===== src/design/fft_pkg.sv =====
package fft_pkg;

    // Sample format
    localparam int DATA_W  = 16;      // Real or imaginary part
    localparam int TW_FRAC = 14;      // Q2.14 twiddle, 1.0 = 16384

    // Transform size and twiddle addressing
    localparam int N_POINTS = 16;
    // A radix-2 stage needs W^0 .. W^(N/2-1)
    localparam int TW_IDX_W = $clog2(N_POINTS / 2);

    // Strobe to product, ROM + partial products + add/shift
    localparam int MULT_LATENCY = 3;

    // One signed sample component
    typedef logic signed [DATA_W-1:0] sample_t;

    // Rotated b can exceed the input range by sqrt(2), one extra bit
    typedef logic signed [DATA_W:0] prod_t;

    // Which half of the butterfly result goes out this cycle
    typedef enum logic {
        PHASE_SUM  = 1'b0,   // (a + bW)/2 first
        PHASE_DIFF = 1'b1    // (a - bW)/2 second
    } ser_phase_e;

endpackage


===== src/design/twiddle_rom.sv =====
`timescale 1ns/10ps

module twiddle_rom import fft_pkg::*; (
    input  logic                clk,
    input  logic [TW_IDX_W-1:0] tw_idx,   // k of W^k
    output sample_t             tw_re,    // cos(2*pi*k/16)
    output sample_t             tw_im     // -sin(2*pi*k/16)
);

    // Values scaled by 16384 and rounded to nearest
    always_ff @(posedge clk) begin
        case (tw_idx)
            3'd0: begin
                tw_re <=  16'sd16384;
                tw_im <=  16'sd0;
            end
            3'd1: begin                 // 22.5 deg
                tw_re <=  16'sd15137;
                tw_im <= -16'sd6270;
            end
            3'd2: begin                 // 45 deg
                tw_re <=  16'sd11585;
                tw_im <= -16'sd11585;
            end
            3'd3: begin
                tw_re <=  16'sd6270;
                tw_im <= -16'sd15137;
            end
            3'd4: begin                 // -j
                tw_re <=  16'sd0;
                tw_im <= -16'sd16384;
            end
            3'd5: begin
                tw_re <= -16'sd6270;
                tw_im <= -16'sd15137;
            end
            3'd6: begin                 // 135 deg
                tw_re <= -16'sd11585;
                tw_im <= -16'sd11585;
            end
            default: begin              // k = 7
                tw_re <= -16'sd15137;
                tw_im <= -16'sd6270;
            end
        endcase
    end

endmodule


===== src/design/twiddle_mult.sv =====
`timescale 1ns/10ps

module twiddle_mult import fft_pkg::*; (
    input  logic                clk,
    input  logic                rst_n,
    input  logic                in_valid,
    input  sample_t             b_re,
    input  sample_t             b_im,
    input  logic [TW_IDX_W-1:0] tw_idx,
    output prod_t               prod_re,
    output prod_t               prod_im,
    output logic                prod_valid
);

    sample_t                     tw_re, tw_im;       // From ROM, one cycle after strobe
    sample_t                     b_re_d, b_im_d;     // b aligned with the twiddle
    logic signed [2*DATA_W-1:0]  pp_rr, pp_ii, pp_ri, pp_ir;
    logic signed [2*DATA_W:0]    re_full, im_full;   // Full width before scaling
    logic [MULT_LATENCY-1:0]     vld_sr;             // Valid follows the data

    twiddle_rom i_twiddle_rom (
        .clk    (clk),
        .tw_idx (tw_idx),
        .tw_re  (tw_re),
        .tw_im  (tw_im)
    );

    // Stage 0: hold b while the ROM reads
    always_ff @(posedge clk) begin
        if (in_valid) begin
            b_re_d <= b_re;
            b_im_d <= b_im;
        end
    end

    // Stage 1: four partial products
    always_ff @(posedge clk) begin
        if (vld_sr[0]) begin
            pp_rr <= b_re_d * tw_re;
            pp_ii <= b_im_d * tw_im;
            pp_ri <= b_re_d * tw_im;
            pp_ir <= b_im_d * tw_re;
        end
    end

    assign re_full = pp_rr - pp_ii;   // Re{b*W}
    assign im_full = pp_ri + pp_ir;   // Im{b*W}

    // Stage 2: drop Q2.14 fraction, truncating toward -inf
    always_ff @(posedge clk) begin
        if (vld_sr[1]) begin
            prod_re <= prod_t'(re_full >>> TW_FRAC);
            prod_im <= prod_t'(im_full >>> TW_FRAC);
        end
    end

    always_ff @(posedge clk or negedge rst_n) begin
        if (!rst_n) vld_sr <= '0;
        else        vld_sr <= {vld_sr[MULT_LATENCY-2:0], in_valid};
    end

    assign prod_valid = vld_sr[MULT_LATENCY-1];

endmodule


===== src/design/butterfly.sv =====
`timescale 1ns/10ps

module butterfly import fft_pkg::*; (
    input  logic    clk,
    input  logic    rst_n,
    input  logic    in_valid,    // Strobe that came with a
    input  sample_t a_re,
    input  sample_t a_im,
    input  prod_t   prod_re,     // b*W^k from the multiplier
    input  prod_t   prod_im,
    input  logic    prod_valid,
    output sample_t sum_re,      // (a + bW)/2
    output sample_t sum_im,
    output sample_t diff_re,     // (a - bW)/2
    output sample_t diff_im,
    output logic    bf_valid
);

    sample_t                  a_re_dl [MULT_LATENCY];   // a waits for the product
    sample_t                  a_im_dl [MULT_LATENCY];
    logic signed [DATA_W+1:0] s_re, s_im, d_re, d_im;   // One guard bit over prod_t

    // First tap only loads on a strobe, the rest shift freely
    always_ff @(posedge clk) begin
        if (in_valid) begin
            a_re_dl[0] <= a_re;
            a_im_dl[0] <= a_im;
        end
        for (int i = 1; i < MULT_LATENCY; i++) begin
            a_re_dl[i] <= a_re_dl[i-1];
            a_im_dl[i] <= a_im_dl[i-1];
        end
    end

    assign s_re = a_re_dl[MULT_LATENCY-1] + prod_re;
    assign s_im = a_im_dl[MULT_LATENCY-1] + prod_im;
    assign d_re = a_re_dl[MULT_LATENCY-1] - prod_re;
    assign d_im = a_im_dl[MULT_LATENCY-1] - prod_im;

    // Halve both outputs, result fits DATA_W for |a|,|b| <= 16383
    always_ff @(posedge clk) begin
        if (prod_valid) begin
            sum_re  <= sample_t'(s_re >>> 1);
            sum_im  <= sample_t'(s_im >>> 1);
            diff_re <= sample_t'(d_re >>> 1);
            diff_im <= sample_t'(d_im >>> 1);
        end
    end

    always_ff @(posedge clk or negedge rst_n) begin
        if (!rst_n) bf_valid <= 1'b0;
        else        bf_valid <= prod_valid;
    end

endmodule


===== src/design/pair_serializer.sv =====
`timescale 1ns/10ps

module pair_serializer import fft_pkg::*; (
    input  logic    clk,
    input  logic    rst_n,
    input  logic    in_valid,
    input  sample_t sum_re,
    input  sample_t sum_im,
    input  sample_t diff_re,
    input  sample_t diff_im,
    output sample_t out_re,
    output sample_t out_im,
    output logic    out_valid
);

    ser_phase_e phase;        // Half being sent next
    logic       in_valid_d;   // Second slot of the pair
    logic       en;

    assign en = in_valid | in_valid_d;   // Busy for two cycles per strobe

    // Phase toggles while enabled, falls back to sum when idle
    always_ff @(posedge clk or negedge rst_n) begin
        if (!rst_n)                  phase <= PHASE_SUM;
        else if (!en)                phase <= PHASE_SUM;
        else if (phase == PHASE_SUM) phase <= PHASE_DIFF;
        else                         phase <= PHASE_SUM;
    end

    // Output mux, inputs stay stable across both slots
    always_ff @(posedge clk) begin
        if (en) begin
            if (phase == PHASE_SUM) begin
                out_re <= sum_re;
                out_im <= sum_im;
            end else begin
                out_re <= diff_re;
                out_im <= diff_im;
            end
        end
    end

    always_ff @(posedge clk or negedge rst_n) begin
        if (!rst_n) begin
            in_valid_d <= 1'b0;
            out_valid  <= 1'b0;
        end else begin
            in_valid_d <= in_valid;
            out_valid  <= en;    // One cycle behind the mux select
        end
    end

endmodule


===== src/design/butterfly_stage.sv =====
`timescale 1ns/10ps

module butterfly_stage import fft_pkg::*; (
    input  logic                clk,
    input  logic                rst_n,
    input  logic                in_valid,   // At most every other cycle
    input  sample_t             a_re,
    input  sample_t             a_im,
    input  sample_t             b_re,
    input  sample_t             b_im,
    input  logic [TW_IDX_W-1:0] tw_idx,
    output sample_t             out_re,     // Sum then difference
    output sample_t             out_im,
    output logic                out_valid
);

    prod_t   prod_re, prod_im;   // b*W^k
    logic    prod_valid;
    sample_t sum_re, sum_im;
    sample_t diff_re, diff_im;
    logic    bf_valid;

    // 3 cycles: twiddle read, multiply, scale
    twiddle_mult i_twiddle_mult (
        .clk        (clk),
        .rst_n      (rst_n),
        .in_valid   (in_valid),
        .b_re       (b_re),
        .b_im       (b_im),
        .tw_idx     (tw_idx),
        .prod_re    (prod_re),
        .prod_im    (prod_im),
        .prod_valid (prod_valid)
    );

    // a is delayed inside to meet the product
    butterfly i_butterfly (
        .clk        (clk),
        .rst_n      (rst_n),
        .in_valid   (in_valid),
        .a_re       (a_re),
        .a_im       (a_im),
        .prod_re    (prod_re),
        .prod_im    (prod_im),
        .prod_valid (prod_valid),
        .sum_re     (sum_re),
        .sum_im     (sum_im),
        .diff_re    (diff_re),
        .diff_im    (diff_im),
        .bf_valid   (bf_valid)
    );

    pair_serializer i_pair_serializer (
        .clk       (clk),
        .rst_n     (rst_n),
        .in_valid  (bf_valid),
        .sum_re    (sum_re),
        .sum_im    (sum_im),
        .diff_re   (diff_re),
        .diff_im   (diff_im),
        .out_re    (out_re),
        .out_im    (out_im),
        .out_valid (out_valid)
    );

endmodule


===== config.mk =====
export PLATFORM = sky130hd
export DESIGN_NAME = butterfly_stage
export DESIGN_NICKNAME = d
export VERILOG_FILES = /design/src/design/fft_pkg.sv /design/src/design/twiddle_rom.sv /design/src/design/twiddle_mult.sv /design/src/design/butterfly.sv /design/src/design/pair_serializer.sv /design/src/design/butterfly_stage.sv
export SDC_FILE = /design/constraint.sdc
export NUM_CORES = 2
export LEC_CHECK = 0
export BUFFER_PORTS_ARGS = -buffer_cell sky130_fd_sc_hd__buf_2
export CAP_MARGIN = 20
export CORE_MARGIN = 2
export CORE_UTILIZATION = 60
export DETAILED_ROUTE_END_ITERATION = 12
export HOLD_SLACK_MARGIN = 0.1
export MAX_ROUTING_LAYER = met4
export PLACE_DENSITY = 0.8
export SETUP_SLACK_MARGIN = 0.1
export SLEW_MARGIN = 20
export SYNTH_ARGS = -nofsm -noshare
export SYNTH_HDL_FRONTEND = slang
export SYNTH_HIERARCHICAL = 1
export SYNTH_SLANG_ARGS = --single-unit

===== constraint.sdc =====
create_clock -name clk -period 6 [get_ports clk]
set_input_delay 0.6 -clock clk [delete_from_list [all_inputs] [get_ports clk]]
set_output_delay 0.6 -clock clk [all_outputs]
set_load 0.1 [all_outputs]

# [After elaboration in Yosys (flattened, before gate mapping)]
# Memory sizes are Yosys's and may differ from the RTL's.
# Index checks and enable logic that the tools add are counted.
[op_classes] n_bitwise=1 addsub=6 n_mux=8 reduce_logical=3 n_eq_ne=6 multipliers=4
[op_table] operator="16-bit by 16-bit multiplier with 31-bit output" count=4
[op_table] operator="16-bit case mux with 7 select lines" count=1
[op_table] operator="16-bit case mux with 4 select lines" count=1
[op_table] operator="16-bit by 17-bit adder with 17-bit output" count=2
[op_table] operator="16-bit by 17-bit subtractor with 17-bit output" count=2
[op_table] operator="16-bit 2-to-1 mux" count=2
[op_table] operator="31-bit adder" count=1
[op_table] operator="31-bit subtractor" count=1
[op_table] operator="3-bit == test, second input constant" count=3
[op_table] operator="3-bit by 2-bit == test with 1-bit output, second input constant" count=2
[op_table] operator="1-bit 2-to-1 mux" count=4
[op_table] operator="2-bit OR reduction" count=2
[op_table] operator="3-bit by 1-bit == test with 1-bit output, second input constant" count=1
[op_table] operator="3-bit zero test" count=1
[op_table] operator="1-bit OR" count=1
[word_totals] mem_count=2 output_inout_bits=33 ram_bits=96 in_bits=70 reg_bits=325
[memory_table] name="i_butterfly.a_im_dl" depth=3 word_bits=16 rd=3 rd_clocked_by_memory_dff=0 wr=3 line="butterfly.sv:20" text="sample_t a_im_dl [MULT_LATENCY];"
[memory_table] name="i_butterfly.a_re_dl" depth=3 word_bits=16 rd=3 rd_clocked_by_memory_dff=0 wr=3 line="butterfly.sv:19" text="sample_t a_re_dl [MULT_LATENCY];"

# [Longest topological paths before layout]
[logic_depth] depth_word=3 depth_mapped=24 depth_no_buf=22

# [Hierarchy]
# The synthesis kept the hierarchy.
[by_module_without_submodules] mod="twiddle_mult" cells_per_inst=4811 seq_area_each_um2=5780.5 n_inst=1 area_each_um2=46597.2
[by_module_without_submodules] mod="butterfly" cells_per_inst=624 seq_area_each_um2=4189.0 n_inst=1 area_each_um2=7362.1
[by_module_without_submodules] mod="pair_serializer" cells_per_inst=73 seq_area_each_um2=1036.0 n_inst=1 area_each_um2=1592.8
[by_module_without_submodules] mod="twiddle_rom" cells_per_inst=63 seq_area_each_um2=380.4 n_inst=1 area_each_um2=665.6

# [Worst setup path after synthesis]
# Ideal clock, no wire load.
[synth_timing] path_type="register to register" from="register i_twiddle_mult.i_twiddle_rom.tw_im[14]" to="register i_twiddle_mult.pp_ri[29], data pin" arrival_ns=6.246 setup_slack_ns=-0.408 synth_period_minus_slack_ns=6.408 setup_ns=0.162 n_path_buf=3 stages_incl_launch_ff=23 cell_sequence="dfxtp_1 buf_4 clkbuf_1 inv_1 buf_1 nor2_1 fa_1 fa_1 fa_1 fa_1 fa_1 inv_1 fa_1 inv_1 ha_1 a21o_1 a21o_1 a21o_1 a2111o_1 a31oi_4 a21oi_2 or4_1 o2111ai_1"
[synth_via] elab_chain_len=1
[synth_rtl] item="start: declaration" line="twiddle_rom.sv:7" text="output sample_t tw_im"
[synth_rtl] item="start signal: assignment" line="twiddle_rom.sv:19" text="tw_im <= -16'sd6270;"
[synth_rtl] item="start signal: assignment" line="twiddle_rom.sv:23" text="tw_im <= -16'sd11585;"
[synth_rtl] item="start signal: assignment" line="twiddle_rom.sv:27" text="tw_im <= -16'sd15137;"
[synth_rtl] item="16-bit by 16-bit multiplier with 31-bit output" line="twiddle_mult.sv:41" text="pp_ri <= b_re_d * tw_im;"
[synth_rtl] item="end signal: assignment" line="twiddle_mult.sv:41"
[synth_rtl] item="end: declaration" line="twiddle_mult.sv:17" text="logic signed [2*DATA_W-1:0] pp_rr, pp_ii, pp_ri, pp_ir;"
# Every way passes these cells.
# A chain may end at the register's enable or synchronous reset.

# [Worst setup path after layout]
[layout_timing] from="register i_twiddle_mult.i_twiddle_rom.tw_re[4]" to="register i_twiddle_mult.pp_rr[13], data pin"
[layout_via] elab_chain_len=1
[layout_rtl] item="start: declaration" line="twiddle_rom.sv:6" text="output sample_t tw_re,"
[layout_rtl] item="start signal: assignment" line="twiddle_rom.sv:34" text="tw_re <= -16'sd6270;"
[layout_rtl] item="start signal: assignment" line="twiddle_rom.sv:38" text="tw_re <= -16'sd11585;"
[layout_rtl] item="start signal: assignment" line="twiddle_rom.sv:42" text="tw_re <= -16'sd15137;"
[layout_rtl] item="16-bit by 16-bit multiplier with 31-bit output" line="twiddle_mult.sv:39" text="pp_rr <= b_re_d * tw_re;"
[layout_rtl] item="end signal: assignment" line="twiddle_mult.sv:39"
[layout_rtl] item="end: declaration" line="twiddle_mult.sv:17"
# Every way passes these cells.

==> results_tabular.tex <==
\begin{tabular}{lr}
\hline
Metric & Value \\
\hline
\multicolumn{2}{l}{\textbf{Place}} \\
Number of buffers added on ports & 102 \\
Worst slack after detailed placement & -0.2864 ns \\
Placed wire-length estimate & 109000 um \\
Placed cells & 7129 \\
Routability congestion estimate & 0.9370 \\
\multicolumn{2}{l}{\textbf{Critical path}} \\
Data arrival time at the worst-slack endpoint & 6.69 ns \\
Worst Setup Start Kind & register \\
Start of the worst register-to-register path & i\_twiddle\_mult/i\_twiddle\_rom/tw\_re[4] \\
Worst stage delay on the critical path & 0.57 ns \\
Critical path's slowest cell & fa\_1 \\
Worst Path Buf+Inv & 15 \\
Critical Path End Type & register \\
CP most frequent cell & buf\_4 \\
Critical path fanouts, max & 9 \\
Timing startpoint of the critical path & i\_twiddle\_mult/i\_twiddle\_rom/tw\_re[4] \\
Crit-path leading delay family & adder cells \\
WS Path Type & reg2reg \\
R2R setup slack & -0.30 ns \\
Data required time of the critical path & 6.39 ns \\
\multicolumn{2}{l}{\textbf{Clock network}} \\
Buffer type at the clock tree root & clkbuf\_16 \\
TritonCTS clock tree & built \\
TritonCTS Buffers & 50 \\
Source-to-sink clock delay at the later pin of the worst-skew pair & 0.66 ns \\
Maximum buffer depth of the clock tree & 3 \\
Depth of the CTS H-tree & 2 \\
Clock-pin slew reported for the worst setup and hold paths after clock tree synthesis & 0.06 ns \\
TritonCTS sink count & 408 \\
\multicolumn{2}{l}{\textbf{Routing}} \\
Detailed-routing iteration count for the pre-antenna-repair pass & 6 \\
\# DRC & 0 \\
Per-cell via count in the routed design & 5.609 \\
Post-route ant nets & 0 \\
Violation count after the first detailed-route iteration & 3635 \\
Total Wirelength & 148900 um \\
Avg WL per Cell & 20.21 um \\
Vias after detailed routing & 41334 \\
\multicolumn{2}{l}{\textbf{Timing}} \\
RSZ-0062 raised after global routing & yes \\
Total count of hold-check failures in the final report & 0 \\
Period minus WS final & 6.300 ns \\
Relative slew slack & 28.78\% \\
Slew at the pin closest to its max-slew limit & 1.052 ns \\
Setup Skew & 0.02975 ns \\
Share of the clock period used by the worst path after layout & 105.0\% \\
Number of setup violations in the final report & 26 \\
Max Transition Viols Final & 0 \\
Fmax & 0.1587 GHz \\
Setup slack after layout & -0.3005 ns \\
\multicolumn{2}{l}{\textbf{Synth}} \\
Mean cell area of the mapped netlist & 10.09 um\^{}2 \\
Dominant register cell in the synthesized netlist & edfxtp\_1 \\
Total of warnings raised by yosys & 6 \\
Async set-reset flop share out of synthesis & 1.716\% \\
Area fraction of the dominant cell type after synthesis & 36.61\% \\
Cell types with the largest area share after synthesis & fa\_1, edfxtp\_1, ha\_1 \\
Number of library cell types mapped by synthesis & 90 \\
Synthesis-stage register bit count & 408 \\
Cell type with the highest aggregate area in the netlist & fa\_1 \\
Net count after synthesis & 7107 \\
Netlist area before placement & 56220 um\^{}2 \\
Post-synthesis instance total & 5571 \\
Number of enable flip-flop cells after synthesis & 318 \\
Sequential element share of the synthesized area & 20.25\% \\
\multicolumn{2}{l}{\textbf{Cells and area}} \\
Layout overhead on the synthesized area & 18.41\% \\
Share of final-layout standard cells stronger than drive strength 1 & 19.49\% \\
Non-filler cells in the finished layout & 7369 \\
Number of nets at the end of the flow & 7606 \\
Number of fill cells in the layout & 6132 \\
\multicolumn{2}{l}{\textbf{Die}} \\
Core box area & 93050 um\^{}2 \\
Width of the die & 310.1 um \\
I/O Pins & 103 \\
Die area & 96160 um\^{}2 \\
Die height & 310.1 um \\
Standard-cell rows & 112 \\
Initial core utilization & 60.42\% \\
\multicolumn{2}{l}{\textbf{Outcome}} \\
Status & finished, violations left \\
Violations in the final reports & setup timing \\
\multicolumn{2}{l}{\textbf{Global route}} \\
Global-route wire length before repair & 226300 um \\
Vias in the first global route & 43015 \\
Global route overflow & 0 \\
Largest net degree at the start of global routing & 68 \\
Antenna violations before repair & 3 \\
Total routing usage reported by global routing & 31.42\% \\
\multicolumn{2}{l}{\textbf{Worst hold path}} \\
Startpoint of the worst hold path & b\_re[0] \\
Worst Hold Class & in2reg \\
\multicolumn{2}{l}{\textbf{Flow run}} \\
Max-Cap Viols & 0 \\
\hline
\end{tabular}
[layout by cell type (no fill, tap or decap), types with 19 or more instances in the layout]
cell type      netlist  final
o21ai_0             94     67
fa_1              1028    986
a21oi_1            145    111
a21o_1              55     55
buf_4               13    412
o21a_1              39     38
ha_1               438    384
mux2_4              29     29
clkbuf_16            0     56
ha_4                 0     41
nor2_1             176    163
o21bai_1            25     23
and2_1             483    439
nor2b_1             22     21
dfxtp_1             83     72
a21oi_2              1     27
fa_2                 0     42
dlygate4sd3_1        0     19
nand2_1            564    541
nand3_1             25     24
and2_4               0     44
xnor2_1            161    151
xor2_1              58     56
nand2b_1            48     47
nor3_1              40     30
inv_1             1225   1173
edfxtp_1           318    318
inv_2                0     51
buf_2                4    102
buf_12               3     57
buf_6                3     82
[synthesized netlist by cell type, types with 6 or more instances]
library cell  number
nand3_1           25
fa_1            1028
a211oi_1          29
a21oi_1          145
and2_1           483
a221oi_1           8
inv_1           1225
xor2_1            58
nor2_1           176
or3_1             14
dfrtp_1            7
o31ai_1           14
clkbuf_1         215
nor2b_1           22
nand4_1           12
dfxtp_1           83
nor3_1            40
nand2b_1          48
ha_1             438
or2_2             12
and3_1            18
a211o_1            7
edfxtp_1         318
a31oi_1           13
o21bai_1          25
o311ai_0           6
o211ai_1          16
nor4_1            11
mux2_4            29
buf_4             13
xnor2_1          161
o21a_1            39
a21o_1            55
nand2_1          564
o21ai_0           94
[final timing paths]
check	cells after the start	endpoint
min in group asynchronous	2	i_twiddle_mult/vld_sr[1]
hold / removal	1	i_twiddle_mult/b_re_d[0]
hold reg to reg	0	i_butterfly/a_re_dl[0][34]
setup reg to reg	29	i_twiddle_mult/pp_rr[13]
max in group asynchronous	2	i_twiddle_mult/vld_sr[0]
setup / recovery	29	i_twiddle_mult/pp_rr[13]
[repair_timing]
item                                    in CTS  in global routing
hold endpoints to repair                    25                  0
hold buffers                                19                  0
gates resized for setup                    203                333
gates cloned                                 5                  6
buffers inserted                            66                 62
endpoints found under the setup margin      43                 57
pin swaps                                  140                197
[sequential cells by signal (all words and copies together) (netlist names), 16 cells and up]
| signal | cells |
|---|---|
| i_twiddle_mult/b_im_d | 16 |
| i_twiddle_mult/pp_ir | 31 |
| i_pair_serializer/out_im | 16 |
| i_butterfly/sum_re | 16 |
| i_butterfly/a_im_dl | 48 |
| i_butterfly/a_re_dl | 48 |
| i_butterfly/diff_im | 16 |
| i_twiddle_mult/pp_rr | 31 |
| i_twiddle_mult/b_re_d | 16 |
| i_twiddle_mult/pp_ri | 31 |
| i_twiddle_mult/pp_ii | 31 |
| i_twiddle_mult/prod_re | 17 |
| i_butterfly/sum_im | 16 |
| i_butterfly/diff_re | 16 |
| i_twiddle_mult/prod_im | 17 |
| i_pair_serializer/out_re | 16 |
[per-stage QoR]
| stage | setup TNS (ns) | instance area, um^2 | util, % | hold WS [ns] |
|---|---|---|---|---|
| global route | -7.399 | 66570 | 71.54 | 0.1127 |
| CTS | -0.3215 | 64710 | 69.55 | 0.1002 |
| detailed placement | -3.283 | 61320 | 65.90 | 0.3121 |
| global placement | -1.111 | 61320 | 65.90 | 0.3112 |
| finish | -2.620 | 66570 | 71.54 | 0.1246 |
| floorplan | 0 | 56430 | - | 0.3044 |
[cell families (layout without fill, tap and decap cells)]
logic type,count (synthesis),in the layout,share of synthesized area (%)
adders and majority gates,1466,1466,46.36
buffers and inverters,1466,2007,10.01
xor gates and xnor gates,219,219,3.412
muxes,36,36,0.9058
AOI/OAI and AO/OA,524,524,6.241
other,1,4,0.006671
and+or+nand+nor,1451,1451,12.82
DFF,408,408,20.25
[metal layers]
metal | vias to the layer above | track usage, % | wire [um]
li1 | 18071 | - | -
met1 | 20783 | 39.26 | 54930
met2 | 1908 | 51.02 | 71890
met3 | 572 | 4.529 | 12400
met4 | 0 | 14.43 | 9686
met5 | - | - | 0
[area by class of cell]
class	instances	area, um^2	share of cell area, %
Multi-Input combinational cell	3697	41030	61.64
Sequential cell	408	11420	17.15
Timing Repair Buffer	688	6198	9.312
Inverter	1225	4601	6.912
Tap cell	1254	1569	2.357
Clock buffer	68	1430	2.148
Clock inverter	26	315.3	0.4737
Antenna cell	3	7.507	0.01128
Power is not shown: default switching activity piles up to over one toggle a cycle in this logic, so the estimate is an artifact.
